[config.mk]
export PLATFORM = sky130hd
export DESIGN_NAME = arcade_shell
export DESIGN_NICKNAME = d
export VERILOG_FILES = /design/src/common/shell_cfg_pkg.sv /design/src/common/video_pkg.sv /design/src/hdl/core_control.sv /design/src/hdl/clock_enables.sv /design/src/hdl/key_decoder.sv /design/src/hdl/control_mapper.sv /design/src/hdl/video_blanker.sv /design/src/hdl/sigma_delta_dac.sv /design/src/hdl/arcade_shell.sv
export SDC_FILE = /design/constraint.sdc
export NUM_CORES = 1
export LEC_CHECK = 0
export ABC_AREA = 1
export ABC_CLOCK_PERIOD_IN_PS = 1700
export BUFFER_PORTS_ARGS = -buffer_cell sky130_fd_sc_hd__buf_4
export CORE_ASPECT_RATIO = 0.75
export CORE_UTILIZATION = 50
export CTS_CLUSTER_DIAMETER = 100
export DETAILED_ROUTE_END_ITERATION = 16
export PLACE_DENSITY_LB_ADDON = 0.15
export SLEW_MARGIN = 15
export SYNTH_ARGS = -nofsm -noshare
export SYNTH_HDL_FRONTEND = slang
export SYNTH_SLANG_ARGS = --single-unit
[constraint.sdc]
create_clock -name clk_sys -period 1.7 [get_ports clk_sys]
set_input_delay 0.34 -clock clk_sys [delete_from_list [all_inputs] [get_ports clk_sys]]
set_output_delay 0.34 -clock clk_sys [all_outputs]
set_load 0.02 [all_outputs]
[src/common/shell_cfg_pkg.sv]
//==========================================================================
// Shell configuration definitions
// Command opcodes, option bits, keyboard scan codes and button positions
//==========================================================================
package shell_cfg_pkg;

	// Command port opcodes
	typedef enum logic [1:0] {
		OP_NOP           = 2'd0,
		OP_SET_OPTIONS   = 2'd1,
		OP_CORE_RESET    = 2'd2,
		OP_CLEAR_OPTIONS = 2'd3
	} shell_op_e;

	// Option byte layout
	localparam int OPT_ROTATE       = 0;
	localparam int OPT_SCANLINES_LO = 1;
	localparam int OPT_SCANLINES_HI = 2;

	// PS/2 set 2 make codes the cabinet understands
	typedef enum logic [7:0] {
		KEY_UP     = 8'h75,
		KEY_DOWN   = 8'h72,
		KEY_LEFT   = 8'h6B,
		KEY_RIGHT  = 8'h74,
		KEY_COIN   = 8'h76, // Esc
		KEY_START1 = 8'h05, // F1
		KEY_START2 = 8'h06, // F2
		KEY_FIRE2  = 8'h11, // Alt
		KEY_FIRE1  = 8'h29  // Space
	} key_code_e;

	// Positions in the keyboard button vector
	localparam int NUM_BUTTONS = 9;
	localparam int BTN_UP      = 0;
	localparam int BTN_DOWN    = 1;
	localparam int BTN_LEFT    = 2;
	localparam int BTN_RIGHT   = 3;
	localparam int BTN_FIRE1   = 4;
	localparam int BTN_FIRE2   = 5;
	localparam int BTN_START1  = 6;
	localparam int BTN_START2  = 7;
	localparam int BTN_COIN    = 8;

	// Joystick word bits
	localparam int JOY_RIGHT = 0;
	localparam int JOY_LEFT  = 1;
	localparam int JOY_DOWN  = 2;
	localparam int JOY_UP    = 3;
	localparam int JOY_FIRE1 = 4;
	localparam int JOY_FIRE2 = 5;

endpackage

[src/common/video_pkg.sv]
//==========================================================================
// Video path definitions
// Core colour depth and scanline dimming levels
//==========================================================================
package video_pkg;

	// Per-channel colour width delivered by the game core
	localparam int COLOR_BITS = 4;

	// Brightness of odd lines
	typedef enum logic [1:0] {
		SCAN_OFF = 2'd0, // Full brightness
		SCAN_25  = 2'd1, // Three quarters
		SCAN_50  = 2'd2, // Half
		SCAN_75  = 2'd3  // One quarter
	} scan_level_e;

endpackage

[src/hdl/core_control.sv]
//==========================================================================
// Core control
// Option register loaded from the command port, core reset sequencing
//==========================================================================
`timescale 1ns/1ps

module core_control
	import shell_cfg_pkg::*, video_pkg::*;
#(
	parameter int RESET_HOLD = 16
) (
	input  logic        clk_sys,
	input  logic        arst_n,
	input  logic        cfg_strobe,
	input  shell_op_e   cfg_op,
	input  logic [7:0]  cfg_data,
	input  logic        reset_button,
	output logic        rotate,
	output scan_level_e scan_level,
	output logic        core_reset
);

	localparam int HOLD_W = $clog2((RESET_HOLD > 1) ? RESET_HOLD : 2);
	localparam logic [HOLD_W-1:0] HOLD_LOAD = HOLD_W'(RESET_HOLD - 1);

	typedef enum logic {
		CTL_RESET,
		CTL_RUN
	} ctl_state_e;

	ctl_state_e        state;
	logic [HOLD_W-1:0] hold_cnt;
	logic              restart;

	// Any cause that (re)starts the hold-down period
	assign restart = reset_button | (cfg_strobe && (cfg_op == OP_CORE_RESET));

	//======================================================================
	// Option register
	//======================================================================
	always_ff @(posedge clk_sys or negedge arst_n) begin
		if (!arst_n) begin
			rotate     <= 1'b0;
			scan_level <= SCAN_OFF;
		end else if (cfg_strobe) begin
			case (cfg_op)
				OP_SET_OPTIONS: begin
					rotate     <= cfg_data[OPT_ROTATE];
					scan_level <= scan_level_e'(cfg_data[OPT_SCANLINES_HI:OPT_SCANLINES_LO]);
				end
				OP_CLEAR_OPTIONS: begin
					rotate     <= 1'b0;
					scan_level <= SCAN_OFF;
				end
				default: ; // NOP and reset leave options alone
			endcase
		end
	end

	//======================================================================
	// Reset sequencer
	//======================================================================
	always_ff @(posedge clk_sys or negedge arst_n) begin
		if (!arst_n) begin
			state    <= CTL_RESET;
			hold_cnt <= HOLD_LOAD;
		end else if (restart) begin
			state    <= CTL_RESET; // Button held keeps reloading
			hold_cnt <= HOLD_LOAD;
		end else begin
			case (state)
				CTL_RESET: begin
					if (hold_cnt == '0)
						state <= CTL_RUN;
					else
						hold_cnt <= hold_cnt - 1'b1;
				end
				default: ;
			endcase
		end
	end

	assign core_reset = (state == CTL_RESET);

endmodule

[src/hdl/clock_enables.sv]
//==========================================================================
// Clock enables
// 12 MHz, two-phase 6 MHz and sound strobes derived from clk_sys
//==========================================================================
`timescale 1ns/1ps

module clock_enables #(
	parameter int SOUND_DIV = 14
) (
	input  logic clk_sys,
	input  logic arst_n,
	output logic ce_12,
	output logic ce_6p,
	output logic ce_6n,
	output logic ce_sound
);

	localparam int SND_W = $clog2((SOUND_DIV > 1) ? SOUND_DIV : 2);
	localparam logic [SND_W-1:0] SND_LOAD = SND_W'(SOUND_DIV - 1);

	logic [1:0]       phase;
	logic [SND_W-1:0] snd_cnt;

	always_ff @(posedge clk_sys or negedge arst_n) begin
		if (!arst_n) begin
			phase    <= 2'd0;
			snd_cnt  <= SND_LOAD;
			ce_12    <= 1'b0;
			ce_6p    <= 1'b0;
			ce_6n    <= 1'b0;
			ce_sound <= 1'b0;
		end else begin
			phase <= phase + 2'd1;
			ce_12 <= phase[0];
			ce_6p <= phase[0] & ~phase[1]; // Phase 1
			ce_6n <= phase[0] &  phase[1]; // Phase 3, two cycles later
			// Sound divider
			ce_sound <= (snd_cnt == '0);
			snd_cnt  <= (snd_cnt == '0) ? SND_LOAD : snd_cnt - 1'b1;
		end
	end

endmodule

[src/hdl/key_decoder.sv]
//==========================================================================
// Keyboard decoder
// Tracks pressed state of each cabinet key from scan code strobes
//==========================================================================
`timescale 1ns/1ps

module key_decoder
	import shell_cfg_pkg::*;
(
	input  logic                   clk_sys,
	input  logic                   arst_n,
	input  logic                   key_strobe,
	input  logic                   key_pressed,
	input  logic [7:0]             key_code,
	output logic [NUM_BUTTONS-1:0] key_buttons
);

	key_code_e code;

	assign code = key_code_e'(key_code);

	always_ff @(posedge clk_sys or negedge arst_n) begin
		if (!arst_n) begin
			key_buttons <= '0;
		end else if (key_strobe) begin
			case (code)
				KEY_UP:     key_buttons[BTN_UP]     <= key_pressed;
				KEY_DOWN:   key_buttons[BTN_DOWN]   <= key_pressed;
				KEY_LEFT:   key_buttons[BTN_LEFT]   <= key_pressed;
				KEY_RIGHT:  key_buttons[BTN_RIGHT]  <= key_pressed;
				KEY_COIN:   key_buttons[BTN_COIN]   <= key_pressed;
				KEY_START1: key_buttons[BTN_START1] <= key_pressed;
				KEY_START2: key_buttons[BTN_START2] <= key_pressed;
				KEY_FIRE2:  key_buttons[BTN_FIRE2]  <= key_pressed;
				KEY_FIRE1:  key_buttons[BTN_FIRE1]  <= key_pressed;
				default: ; // Other keys are of no interest
			endcase
		end
	end

endmodule

[src/hdl/control_mapper.sv]
//==========================================================================
// Control mapper
// Merges keyboard and joysticks, rotates directions, active-low outputs
//==========================================================================
`timescale 1ns/1ps

module control_mapper
	import shell_cfg_pkg::*;
(
	input  logic                   clk_sys,
	input  logic                   arst_n,
	input  logic                   rotate,
	input  logic [NUM_BUTTONS-1:0] key_buttons,
	input  logic [7:0]             joystick_0,
	input  logic [7:0]             joystick_1,
	output logic [6:0]             ip_1p,
	output logic [6:0]             ip_2p,
	output logic                   ip_coin1
);

	logic [7:0] key_joy; // Keyboard in joystick layout
	logic [7:0] ctl_1p;

	// Player word {start, fire2, fire1, left, right, up, down}, active high
	function automatic logic [6:0] map_player(input logic rot, input logic start,
	                                          input logic [7:0] ctl);
		logic up, down, left, right;
		up    = rot ? ctl[JOY_LEFT]  : ctl[JOY_UP];
		down  = rot ? ctl[JOY_RIGHT] : ctl[JOY_DOWN];
		left  = rot ? ctl[JOY_DOWN]  : ctl[JOY_LEFT];
		right = rot ? ctl[JOY_UP]    : ctl[JOY_RIGHT];
		return {start, ctl[JOY_FIRE2], ctl[JOY_FIRE1], left, right, up, down};
	endfunction

	always_comb begin
		key_joy            = '0;
		key_joy[JOY_UP]    = key_buttons[BTN_UP];
		key_joy[JOY_DOWN]  = key_buttons[BTN_DOWN];
		key_joy[JOY_LEFT]  = key_buttons[BTN_LEFT];
		key_joy[JOY_RIGHT] = key_buttons[BTN_RIGHT];
		key_joy[JOY_FIRE1] = key_buttons[BTN_FIRE1];
		key_joy[JOY_FIRE2] = key_buttons[BTN_FIRE2];
	end

	assign ctl_1p = key_joy | joystick_0;

	always_ff @(posedge clk_sys or negedge arst_n) begin
		if (!arst_n) begin
			ip_1p    <= '1; // Nothing pressed
			ip_2p    <= '1;
			ip_coin1 <= 1'b1;
		end else begin
			ip_1p    <= ~map_player(rotate, key_buttons[BTN_START1], ctl_1p);
			ip_2p    <= ~map_player(rotate, key_buttons[BTN_START2], joystick_1);
			ip_coin1 <= ~key_buttons[BTN_COIN];
		end
	end

endmodule

[src/hdl/video_blanker.sv]
//==========================================================================
// Video blanker
// Blank gating, sync inversion and scanline dimming on odd lines
//==========================================================================
`timescale 1ns/1ps

module video_blanker
	import video_pkg::*;
(
	input  logic                  clk_sys,
	input  logic                  arst_n,
	input  scan_level_e           scan_level,
	input  logic [COLOR_BITS-1:0] core_r,
	input  logic [COLOR_BITS-1:0] core_g,
	input  logic [COLOR_BITS-1:0] core_b,
	input  logic                  core_hs,
	input  logic                  core_vs,
	input  logic                  core_hb,
	input  logic                  core_vb,
	output logic [COLOR_BITS-1:0] vga_r,
	output logic [COLOR_BITS-1:0] vga_g,
	output logic [COLOR_BITS-1:0] vga_b,
	output logic                  vga_hs,
	output logic                  vga_vs
);

	logic hs_q, vs_q;
	logic line_odd, line_odd_cur;
	logic blank;

	// Scale one channel, rounding down
	function automatic logic [COLOR_BITS-1:0] shade(input logic [COLOR_BITS-1:0] c,
	                                                input scan_level_e lvl, input logic dim);
		logic [COLOR_BITS+1:0] c3;
		logic [COLOR_BITS-1:0] res;
		c3 = {2'b00, c} + {1'b0, c, 1'b0}; // 3 * c
		case (lvl)
			SCAN_25: res = c3[COLOR_BITS+1:2];
			SCAN_50: res = c >> 1;
			SCAN_75: res = c >> 2;
			default: res = c;
		endcase
		return dim ? res : c;
	endfunction

	assign blank = core_hb | core_vb;

	// Parity of the line this sample belongs to
	always_comb begin
		line_odd_cur = line_odd;
		if (core_vs & ~vs_q)
			line_odd_cur = 1'b0; // Frame start
		else if (core_hs & ~hs_q)
			line_odd_cur = ~line_odd;
	end

	always_ff @(posedge clk_sys or negedge arst_n) begin
		if (!arst_n) begin
			hs_q     <= 1'b0;
			vs_q     <= 1'b0;
			line_odd <= 1'b0;
			vga_r    <= '0;
			vga_g    <= '0;
			vga_b    <= '0;
			vga_hs   <= 1'b1;
			vga_vs   <= 1'b1;
		end else begin
			hs_q     <= core_hs;
			vs_q     <= core_vs;
			line_odd <= line_odd_cur;
			vga_hs   <= ~core_hs;
			vga_vs   <= ~core_vs;
			vga_r    <= blank ? '0 : shade(core_r, scan_level, line_odd_cur);
			vga_g    <= blank ? '0 : shade(core_g, scan_level, line_odd_cur);
			vga_b    <= blank ? '0 : shade(core_b, scan_level, line_odd_cur);
		end
	end

endmodule

[src/hdl/sigma_delta_dac.sv]
//==========================================================================
// Sigma-delta DAC
// First-order one-bit modulator for the core's audio word
//==========================================================================
`timescale 1ns/1ps

module sigma_delta_dac #(
	parameter int DAC_WIDTH = 10
) (
	input  logic                 clk_sys,
	input  logic                 arst_n,
	input  logic [DAC_WIDTH-1:0] dac_in,
	output logic                 dac_out
);

	logic [DAC_WIDTH:0] acc; // Top bit is the carry out

	// Residue plus new sample, carry becomes the output bit
	always_ff @(posedge clk_sys or negedge arst_n) begin
		if (!arst_n)
			acc <= '0;
		else
			acc <= {1'b0, acc[DAC_WIDTH-1:0]} + {1'b0, dac_in};
	end

	assign dac_out = acc[DAC_WIDTH];

endmodule

[src/hdl/arcade_shell.sv]
//==========================================================================
// Arcade shell top level
// Board-side glue between the game core, controls, display and audio
//==========================================================================
`timescale 1ns/1ps

module arcade_shell
	import shell_cfg_pkg::*, video_pkg::*;
#(
	parameter int SOUND_DIV  = 14,
	parameter int DAC_WIDTH  = 10,
	parameter int RESET_HOLD = 16
) (
	input  logic                  clk_sys,
	input  logic                  arst_n,
	// Command port
	input  logic                  cfg_strobe,
	input  shell_op_e             cfg_op,
	input  logic [7:0]            cfg_data,
	// Keyboard and controls
	input  logic                  key_strobe,
	input  logic                  key_pressed,
	input  logic [7:0]            key_code,
	input  logic [7:0]            joystick_0,
	input  logic [7:0]            joystick_1,
	input  logic                  reset_button,
	// From the core
	input  logic [COLOR_BITS-1:0] core_r,
	input  logic [COLOR_BITS-1:0] core_g,
	input  logic [COLOR_BITS-1:0] core_b,
	input  logic                  core_hs,
	input  logic                  core_vs,
	input  logic                  core_hb,
	input  logic                  core_vb,
	input  logic [DAC_WIDTH-1:0]  core_audio,
	// To the core
	output logic [6:0]            ip_1p,
	output logic [6:0]            ip_2p,
	output logic                  ip_coin1,
	output logic                  core_reset,
	output logic                  ce_12,
	output logic                  ce_6p,
	output logic                  ce_6n,
	output logic                  ce_sound,
	// Display and audio
	output logic [COLOR_BITS-1:0] vga_r,
	output logic [COLOR_BITS-1:0] vga_g,
	output logic [COLOR_BITS-1:0] vga_b,
	output logic                  vga_hs,
	output logic                  vga_vs,
	output logic                  audio_l,
	output logic                  audio_r
);

	logic                   rotate;
	scan_level_e            scan_level;
	logic [NUM_BUTTONS-1:0] key_buttons;
	logic                   dac_out;

	core_control #(.RESET_HOLD(RESET_HOLD)) core_control_i (
		.clk_sys, .arst_n, .cfg_strobe, .cfg_op, .cfg_data, .reset_button,
		.rotate, .scan_level, .core_reset
	);

	clock_enables #(.SOUND_DIV(SOUND_DIV)) clock_enables_i (
		.clk_sys, .arst_n, .ce_12, .ce_6p, .ce_6n, .ce_sound
	);

	key_decoder key_decoder_i (
		.clk_sys, .arst_n, .key_strobe, .key_pressed, .key_code, .key_buttons
	);

	control_mapper control_mapper_i (
		.clk_sys, .arst_n, .rotate, .key_buttons, .joystick_0, .joystick_1,
		.ip_1p, .ip_2p, .ip_coin1
	);

	video_blanker video_blanker_i (
		.clk_sys, .arst_n, .scan_level,
		.core_r, .core_g, .core_b, .core_hs, .core_vs, .core_hb, .core_vb,
		.vga_r, .vga_g, .vga_b, .vga_hs, .vga_vs
	);

	sigma_delta_dac #(.DAC_WIDTH(DAC_WIDTH)) sigma_delta_dac_i (
		.clk_sys, .arst_n, .dac_in(core_audio), .dac_out
	);

	assign audio_l = dac_out; // Mono stream on both channels
	assign audio_r = dac_out;

endmodule

After elaboration in Yosys (flattened, before gate mapping):

Cells that the tools add are included.

* add/subtract/negate cells: 7
* eq/ne operators: 17
* muxes and demuxes: 28
* bitwise logic cells: 17
* reduce and logical (&&, ||, !) cells: 15

Operators by type and width (number)
* == test 8 x 7 -> 1 bit (second input constant): 5
* two-way mux 4 bit: 10
* one-hot mux 4 bit (3 select lines): 3
* AND reduction 2 bit: 11
* adder 4 x 5 -> 6 bit: 3
* == test 8 x 3 -> 1 bit (second input constant): 2
* inverter 7 bit: 2
* two-way mux 1 bit: 13
* adder 10 x 10 -> 11 bit: 1
* == test 2 bit (second input constant): 4
* == test 8 x 5 -> 1 bit (second input constant): 1
* == test 8 x 6 -> 1 bit (second input constant): 1
* zero test 4 bit: 2
* inverter 1 bit: 8
* subtractor 4 x 1 -> 4 bit (second input constant): 2
* OR 6 bit: 1
* bitwise AND 1 bit: 4
* == test 2 x 1 -> 1 bit (second input constant): 2
* one-hot mux 2 bit (2 select lines): 1
* adder 2 x 1 -> 2 bit (second input constant): 1
* inequality test 2 x 1 -> 1 bit (second input constant): 1
* inequality test 2 bit (second input constant): 1
* OR 1 bit: 2
* one-hot mux 1 bit (2 select lines): 1
* 2 further kinds: 2

* flip-flop bits (word level): 70
* input port bits: 66
* output and inout port bits: 36
* word-level logic and storage cells: 115

Logic depth before layout (Yosys ltp):

Gate-level depths: netlist of run 1.

* depth in word-level cells: 6
* depth in mapped cells: 9
* gate-level depth less buffers: 9

Modules after synthesis:

Synthesis of run 1 repeated with hierarchy kept, for this count alone.

* cell total of the unflattened synthesis: 465
* area total of the unflattened synthesis: 3839.9 µm²

By module, submodules not included
* video_blanker: instances 1, cells an instance 151, area each 1168.6 µm², seq. area each 427.9 µm²
* sigma_delta_dac: instances 1, cells an instance 100, area each 769.5 µm², seq. area each 275.3 µm²
* key_decoder: instances 1, cells an instance 85, area each 578.1 µm², seq. area each 225.2 µm²
* control_mapper: instances 1, cells an instance 50, area each 555.5 µm², seq. area each 394.1 µm²
* core_control: instances 1, cells an instance 48, area each 407.9 µm², seq. area each 205.2 µm²
* clock_enables: instances 1, cells an instance 30, area each 352.8 µm², seq. area each 254.0 µm²
* arcade_shell: instances 1, cells an instance 1, area each 7.5 µm², seq. area each 0.0 µm²

Least setup slack after synthesis of run 1:

No wires, ideal clock.

* kind: input to register
* from: input port core_audio[0]
* to: register sigma_delta_dac_i.acc[8]
* setup time: 0.079 ns
* arrival: 1.435 ns
* required time: 1.621 ns
* setup slack: 0.186 ns
* stages: 7
* buffers on the path: 0
* cells stage by stage: ha_1 inv_1 fa_1 o21ai_2 nand3_1 nand2_1 xor2_1

* word-level cells in the longest chain between the ends: 1

RTL lines
* start, declared: RTL line arcade_shell.sv:35 `input logic [DAC_WIDTH-1:0] core_audio,`
* adder 10 x 10 -> 11 bit: RTL line sigma_delta_dac.sv:23 `acc <= {1'b0, acc[DAC_WIDTH-1:0]} + {1'b0, dac_in};`
* end signal, assigned: RTL line sigma_delta_dac.sv:23
* end, declared: RTL line sigma_delta_dac.sv:16 `logic [DAC_WIDTH:0] acc;`

Every way passes these cells.
A chain may end at the register's enable or synchronous reset.

Worst setup path after layout of run 1:

* from: register core_control_i.hold_cnt[0]
* to: register core_control_i.hold_cnt[2]

* word-level cells in the longest chain between the ends: 4
* elaborated cells on any way between the ends: 7
* classes of those cells: 1 x add/sub; 1 x eq/ne; 3 x mux; 2 x reduce/logical

RTL lines
* start, declared: RTL line core_control.sv:32 `logic [HOLD_W-1:0] hold_cnt;`
* start signal, assigned: RTL line core_control.sv:76 `hold_cnt <= hold_cnt - 1'b1;`
* subtractor 4 x 1 -> 4 bit: RTL line core_control.sv:76
* two-way mux 4 bit: RTL line core_control.sv:73 `if (hold_cnt == '0)`
* two-way mux 4 bit: RTL line core_control.sv:71 `case (state)`
* two-way mux 4 bit: RTL line core_control.sv:67 `end else if (restart) begin`

Several ways; a longest one is shown, not always the timed one. The select of a mux whose other input is x is not followed.

==> results by group, run 1 <==
Cells and area
  • Layout cell share with drive strength beyond 1: 26.8%
  • Diode count: 0
  • Nets: 609
  • Area Growth Syn to Fin: 29.7%

CTS
  • Post-CTS Setup Bufs: 0
  • TritonCTS clock tree: built
  • Number of H-tree levels: 3
  • Clock Path Buffers: 2
  • Num Clock Sinks: 70
  • Root buffer cell: clkbuf_8
  • CTS clk-pin slew, worst paths: 70 ps
  • Clk_lat worst skew: 330 ps
  • CTS buffer count: 9

Setup path
  • Crit Path Category: reg -> reg
  • Worst Path Arrival: 1850 ps
  • Crit-path max FO: 5
  • R2R setup slack: 90 ps
  • Critical path endpoint category: flip-flop
  • Critical Path Source Type: flip-flop
  • Worst EP required: 1940 ps

Routing
  • WL per Instance: 12.2 um
  • Pre-antenna DRT Iters: 5
  • Detailed Route Iter0 Violations: 128
  • Final wirelength: 7.57 mm
  • Via density: 4.94
  • Via count: 3061
  • DR DRC count: 0
  • Final ANT Viol Nets: 0

Timing
  • Final worst-path setup slack: 92.3 ps
  • Final hold vios: 0
  • RSZ-0062 raised after global routing: false
  • Setup_tns: 0 ps
  • Skew final: 9.03 ps
  • Pins Over Slew Limit: 0
  • Min cycle time layout: 1610 ps
  • Crit share post-route: 94.6%
  • Slew @ Worst Pin: 435 ps
  • Fmax: 622 MHz
  • Slew headroom: 70.8%
  • Finish-stage setup viols: 0

Logic synthesis
  • Synth unique cells: 30
  • Post-Syn Instances: 411
  • Register area share after synthesis: 49.7%
  • Syn Std Cell Area: 0.00358 mm2
  • Synth Area in Simple Gates: 17.6%
  • Compound-Gate Fraction of Synth Area: 12.3%
  • Adder-cell area share of the yosys netlist: 9.91%
  • Ys async rst share: 100%
  • Ys Warns: 0
  • Register bit total from synthesis: 70
  • Commonest register cell after synthesis: dfrtp_1
  • Post-synthesis mux area share: 0%
  • Post-Synth XOR/XNOR Area: 1.71%
  • Count of flip-flops with a built-in enable after synthesis: 0
  • Largest family of logic cells by synthesized area: simple AND/OR/NAND/NOR gates
  • Syn nets: 503
  • Mean Syn Cell Area: 8.72 um2

Placed design
  • Dpl hpwl: 5.81 mm
  • Port bufs: 92
  • Worst slack, placed: 24.1 ps
  • GPL Wtd Cong: 0.870

Floorplanning
  • Die span in x: 99.8 um
  • Die area: 0.00752 mm2
  • Core ar.: 0.00686 mm2
  • Chip Height: 75.3 um
  • # rows: 26
  • Starting Density: 52.2%
  • Top-Level Pins: 102

Pwr
  • Int Pwr: 3.40 mW
  • Comb pwr share: 31.0%
  • Power share of the sequential group: 40.6%
  • Power share of the clock group: 28.5%
  • Leakage: 2.51 nW
  • Worst IR Drop VDD: 0.000468 V
  • Sw frac: 31.7%
  • P per Cell Area: 1070 mW/mm2
  • P_sw: 1.58 mW

Global route
  • Initial antenna violation count: 0
  • Global-route wire length before repair: 12.0 mm
  • Gr ovfl total: 0
  • Largest net degree at the start of global routing: 28
  • Number of global-route vias before repair: 2731
  • GRT Util Overall: 20.8%

Flow run
  • Max Cap Viol: 0

Worst hold path
  • Worst Hold Class: in -> reg

Outcome
  • Outcome: finished clean
==> per-stage QoR <==
| step | power, mW | cells | hold slack [ps] | util, % | cell area (um2) |
|---|---|---|---|---|---|
| global route | 5.31 | 620 | 90.6 | 67.8 | 4650 |
| detailed placement | 3.58 | 603 | 254 | 64.5 | 4430 |
| floorplan | 3.07 | 411 | 44.4 | - | 3580 |
| finish | 4.99 | 620 | 105 | 67.8 | 4650 |
| CTS | 5.02 | 620 | 90.5 | 67.6 | 4640 |
| global placement | 3.51 | 603 | 251 | 64.5 | 4430 |
==> power by group through the flow <==
stage	Combinational (mW)	Sequential, mW	Clock [mW]
2_1_floorplan	0.957	2.11	0
3_3_place_gp	1.48	2.04	0
3_5_place_dp	1.53	2.05	0
4_1_cts	1.55	2.02	1.45
5_1_grt	1.75	2.04	1.52
6_report	1.54	2.02	1.42
==> cell usage in the layout, fill, tap and decap left out, types with 4 or more instances in the layout <==
master / n
nand3_1: 27
clkbuf_8: 9
nand4_1: 4
fa_1: 4
nor2_1: 35
xor2_1: 4
a21oi_1: 27
nand2_1: 74
nor3_1: 6
a31oi_1: 4
dfstp_2: 24
o21ai_0: 32
ha_1: 22
buf_4: 96
dfrtp_1: 46
inv_1: 77
==> Yosys cell counts (4+ instances only) <==
cell	n	area, um2
nor3_1	6	30.0
a21oi_1	27	135
nand2_1	74	278
a31oi_1	4	25.0
nand3_1	27	135
inv_1	77	289
o21ai_0	32	160
fa_1	4	80.1
ha_1	22	275
nand4_1	4	25.0
xor2_1	4	35.0
nor2_1	35	131
dfstp_2	24	631
dfrtp_1	46	1150
==> logic make-up (layout without fill, tap and decap cells) <==
group,count (synthesis),after routing
simple gates,149,149
xor+xnor,7,7
buf+inv,81,192
compound gates,78,78
flops,70,70
fa+ha+maj,26,26
==> path summary, 6_finish.rpt <==
check                                                               from                                endpoint  cells after the start
min in group asynchronous                                         arst_n      sigma_delta_dac_i.acc[3]$_DFF_PN0_                      2
worst min register to register  key_decoder_i.key_buttons[5]$_DFFE_PN0P_     control_mapper_i.ip_1p[5]$_DFF_PN1_                      1
worst max-delay path              core_control_i.hold_cnt[0]$_DFFE_PN1P_  core_control_i.hold_cnt[2]$_DFFE_PN1P_                      6
max in group asynchronous                                         arst_n     control_mapper_i.ip_1p[5]$_DFF_PN1_                      3
worst min-delay path                                       joystick_1[5]     control_mapper_i.ip_2p[5]$_DFF_PN1_                      2
worst max register to register    core_control_i.hold_cnt[0]$_DFFE_PN1P_  core_control_i.hold_cnt[2]$_DFFE_PN1P_                      6
==> per-layer routing <==
| metal | global-route usage (%) | routed length [um] | vias up |
|---|---|---|---|
| li1 | - | - | 1539 |
| met3 | 5.78 | 387 | 6 |
| met1 | 28.4 | 3600 | 1423 |
| met5 | 0 | 0 | - |
| met4 | 5.39 | 47 | 0 |
| met2 | 33.3 | 3530 | 93 |
==> timing repair <==
action / 4_1_cts / 5_1_grt
hold buffers: 1 / 0
hold endpoints to repair: 17 / 0
setup endpoints to repair: 0 / 3
gates resized for setup: 0 / 1
==> state kept, by name, summed over array words and instances, names as in the netlist <==
signal / cells
clock_enables_i.ce_12: 1
video_blanker_i.vga_r: 4
control_mapper_i.ip_2p: 7
core_control_i.state: 1
key_decoder_i.key_buttons: 9
clock_enables_i.ce_6p: 1
clock_enables_i.phase: 2
video_blanker_i.vga_g: 4
core_control_i.scan_level: 2
video_blanker_i.vs_q: 1
video_blanker_i.vga_hs: 1
clock_enables_i.snd_cnt: 4
clock_enables_i.ce_6n: 1
video_blanker_i.line_odd: 1
clock_enables_i.ce_sound: 1
core_control_i.rotate: 1
control_mapper_i.ip_coin1: 1
core_control_i.hold_cnt: 4
video_blanker_i.hs_q: 1
control_mapper_i.ip_1p: 7
video_blanker_i.vga_b: 4
video_blanker_i.vga_vs: 1
sigma_delta_dac_i.acc: 11
==> worst max-delay path, stage by stage, from the launching register on <==
cell     delay [ps]
dfstp_2         550
inv_1            60
ha_1            250
a31oi_4         240
nor2_1          100
o21ai_0         190
o21ai_0         130
==> layout make-up <==
cell class	instances	area, um2
fillers	576	2210
flip-flops and latches	70	1780
multi-input cells	260	1500
repair buffers	98	751
inverters	78	293
clock buffers	11	131
well taps	98	123
clock inverters	5	75.1
No activity file was read; power rests on OpenSTA's default activity.
==> run 2, diff against run 1 <==
- PLACE_DENSITY: default -> 0.88
- PLACE_DENSITY_LB_ADDON: 0.15 -> default
==> results by group, run 2 (synthesis results as in run 1) <==
CTS
  • TritonCTS clock tree: built
  • CTS clk-pin slew, worst paths: 90 ps
  • Clk_lat worst skew: 340 ps
  • CTS buffer count: 9
  • Root buffer cell: clkbuf_8
  • Clock Path Buffers: 2
  • Num Clock Sinks: 70
  • Post-CTS Setup Bufs: 0
  • Number of H-tree levels: 3

Routing
  • M1 WL: 3.46 mm
  • Pre-antenna DRT Iters: 4
  • Final wirelength: 7.75 mm
  • Met3 WL post-DR: 510 um
  • DR DRC count: 0
  • Via density: 4.97
  • WL met2: 3.68 mm
  • Via count: 3082
  • Highest Signal Layer: met4
  • Final ANT Viol Nets: 0
  • Detailed Route Iter0 Violations: 95
  • WL per Instance: 12.5 um

Pwr
  • P per Cell Area: 1090 mW/mm2
  • Leakage: 2.51 nW
  • Worst IR Drop VDD: 0.000716 V

Timing
  • Skew final: 12.7 ps
  • Final worst-path setup slack: 99.5 ps
  • Slew @ Worst Pin: 559 ps
  • Pins Over Slew Limit: 0
  • Crit share post-route: 94.1%
  • Finish-stage setup viols: 0
  • RSZ-0062 raised after global routing: false
  • Slew headroom: 62.6%
  • Min cycle time layout: 1600 ps
  • Final hold vios: 0
  • Fmax: 625 MHz
  • Setup_tns: 0 ps

Cells and area
  • Diode count: 0
  • Design Area, Final: 0.00466 mm2
  • Layout cell share with drive strength beyond 1: 27.2%
  • Nets: 609
  • Number of fill cells: 526
  • Post-layout util: 68.0%
  • Top flop regs: sigma_delta_dac_i.acc (11), key_decoder_i.key_buttons (9)
  • Max reg flops: 11
  • Commonest cells after routing, fill and taps aside: 96 x buf_4, 77 x inv_1, 74 x nand2_1
  • Area Growth Syn to Fin: 30.1%
  • Register area: 0.00178 mm2
  • Most flops, register: sigma_delta_dac_i.acc
  • Multi-input gate area: 0.00149 mm2
  • Final Non-Filler Cells: 620
  • Most common cell after layout, fill and taps aside: buf_4

Setup path
  • R2R depth: 7
  • Worst Path Buf+Inv: 1
  • Reg-to-reg endpoint: sigma_delta_dac_i.acc[8]$_DFF_PN0_
  • Crit Path Category: reg -> reg
  • Critical-path top delay cell: fa_1
  • Crit-path max FO: 3
  • CP endpoint: sigma_delta_dac_i.acc[8]$_DFF_PN0_
  • Critical path endpoint category: flip-flop
  • Critical Path Source: sigma_delta_dac_i.acc[0]$_DFF_PN0_
  • Crit path depth: 7
  • Worst Path Arrival: 1860 ps
  • Critical Path Source Type: flip-flop
  • Top Family by Delay on Critical Path: adder cells
  • Worst EP required: 1960 ps
  • Reg2reg start: sigma_delta_dac_i.acc[0]$_DFF_PN0_
  • Critical Path, Cell by Cell: ha_1 > inv_1 > fa_1 > o21ai_2 > nand3_1 > nand2_1 > xor2_1
  • CP max stage delay: 400 ps
  • R2R setup slack: 100 ps

Placed design
  • GPL Wtd Cong: 0.895
  • Port bufs: 92
  • Placed insts: 603
  • Dpl hpwl: 6.06 mm
  • DP Area: 0.00443 mm2
  • Worst slack, placed: 3.64 ps

Global route
  • Largest net degree at the start of global routing: 46
  • Gr ovfl total: 0
  • Initial antenna violation count: 0
  • GRT Util Overall: 21.1%
  • Number of global-route vias before repair: 2766
  • Global-route wire length before repair: 12.1 mm

Worst hold path
  • Worst Hold Depth: 2
  • Worst Hold Class: in -> reg

Floorplanning
  • Top-Level Pins: 102
  • Die area: 0.00752 mm2
  • Core ar.: 0.00686 mm2
  • Starting Density: 52.2%
  • # rows: 26
  • Chip Height: 75.3 um
  • Die span in x: 99.8 um

Flow run
  • Max Cap Viol: 0

Outcome
  • Outcome: finished clean
run 2: through the flow:
| stage | hold WS, ps | total power, mW |
|---|---|---|
| floorplan | 44.4 | 3.07 |
| global placement | 270 | 3.52 |
| detailed placement | 275 | 3.60 |
| CTS | 78.2 | 5.15 |
| global route | 76.5 | 5.42 |
| finish | 94.6 | 5.10 |
run 2: layer usage:
metal | track usage [%] | vias to the layer above
met4 | 6.70 | 0
met5 | 0 | -
met3 | 5.32 | 12
met1 | 27.2 | 1414
li1 | - | 1541
met2 | 35.6 | 115
run 2: layout make-up:
cell class                 count  area share [%]
sequential                    70            38.2
tap                           98            2.63
clock inverter                 7            2.25
inverter                      78            6.28
multi-input combinational    260            31.9
timing repair buffer          98            16.1
clock buffer                   9            2.66
run 2: how the worst min path moves through the flow:
stage	from	end	slack [ps]
global placement	arst_n	sigma_delta_dac_i.acc[0]$_DFF_PN0_	270
floorplan	arst_n	clock_enables_i.ce_12$_DFF_PN0_	40
finish	joystick_1[5]	control_mapper_i.ip_2p[5]$_DFF_PN1_	90
global route	joystick_1[5]	control_mapper_i.ip_2p[5]$_DFF_PN1_	80
CTS	joystick_1[5]	control_mapper_i.ip_2p[5]$_DFF_PN1_	80
detailed placement	arst_n	sigma_delta_dac_i.acc[0]$_DFF_PN0_	280
run 2: power by group:
part | internal (mW) | leakage [nW] | switching [mW]
registers | 1.93 | 0.845 | 0.0924
logic | 0.659 | 1.55 | 0.894
clock network | 0.849 | 0.112 | 0.675
total | 3.44 | 2.51 | 1.66
run 2: worst register-to-register path, cell delays in order, from the launching register on:
cell and delay, ps:
dfrtp_1 340, ha_1 160, inv_1 80, fa_1 400
o21ai_2 190, nand3_1 100, nand2_1 110, xor2_1 140
run 2: timing repair:
action	4_1_cts	5_1_grt
resized for setup	0	0
hold buffers	1	0
setup endpoints to repair	0	2
hold endpoints to repair	23	0
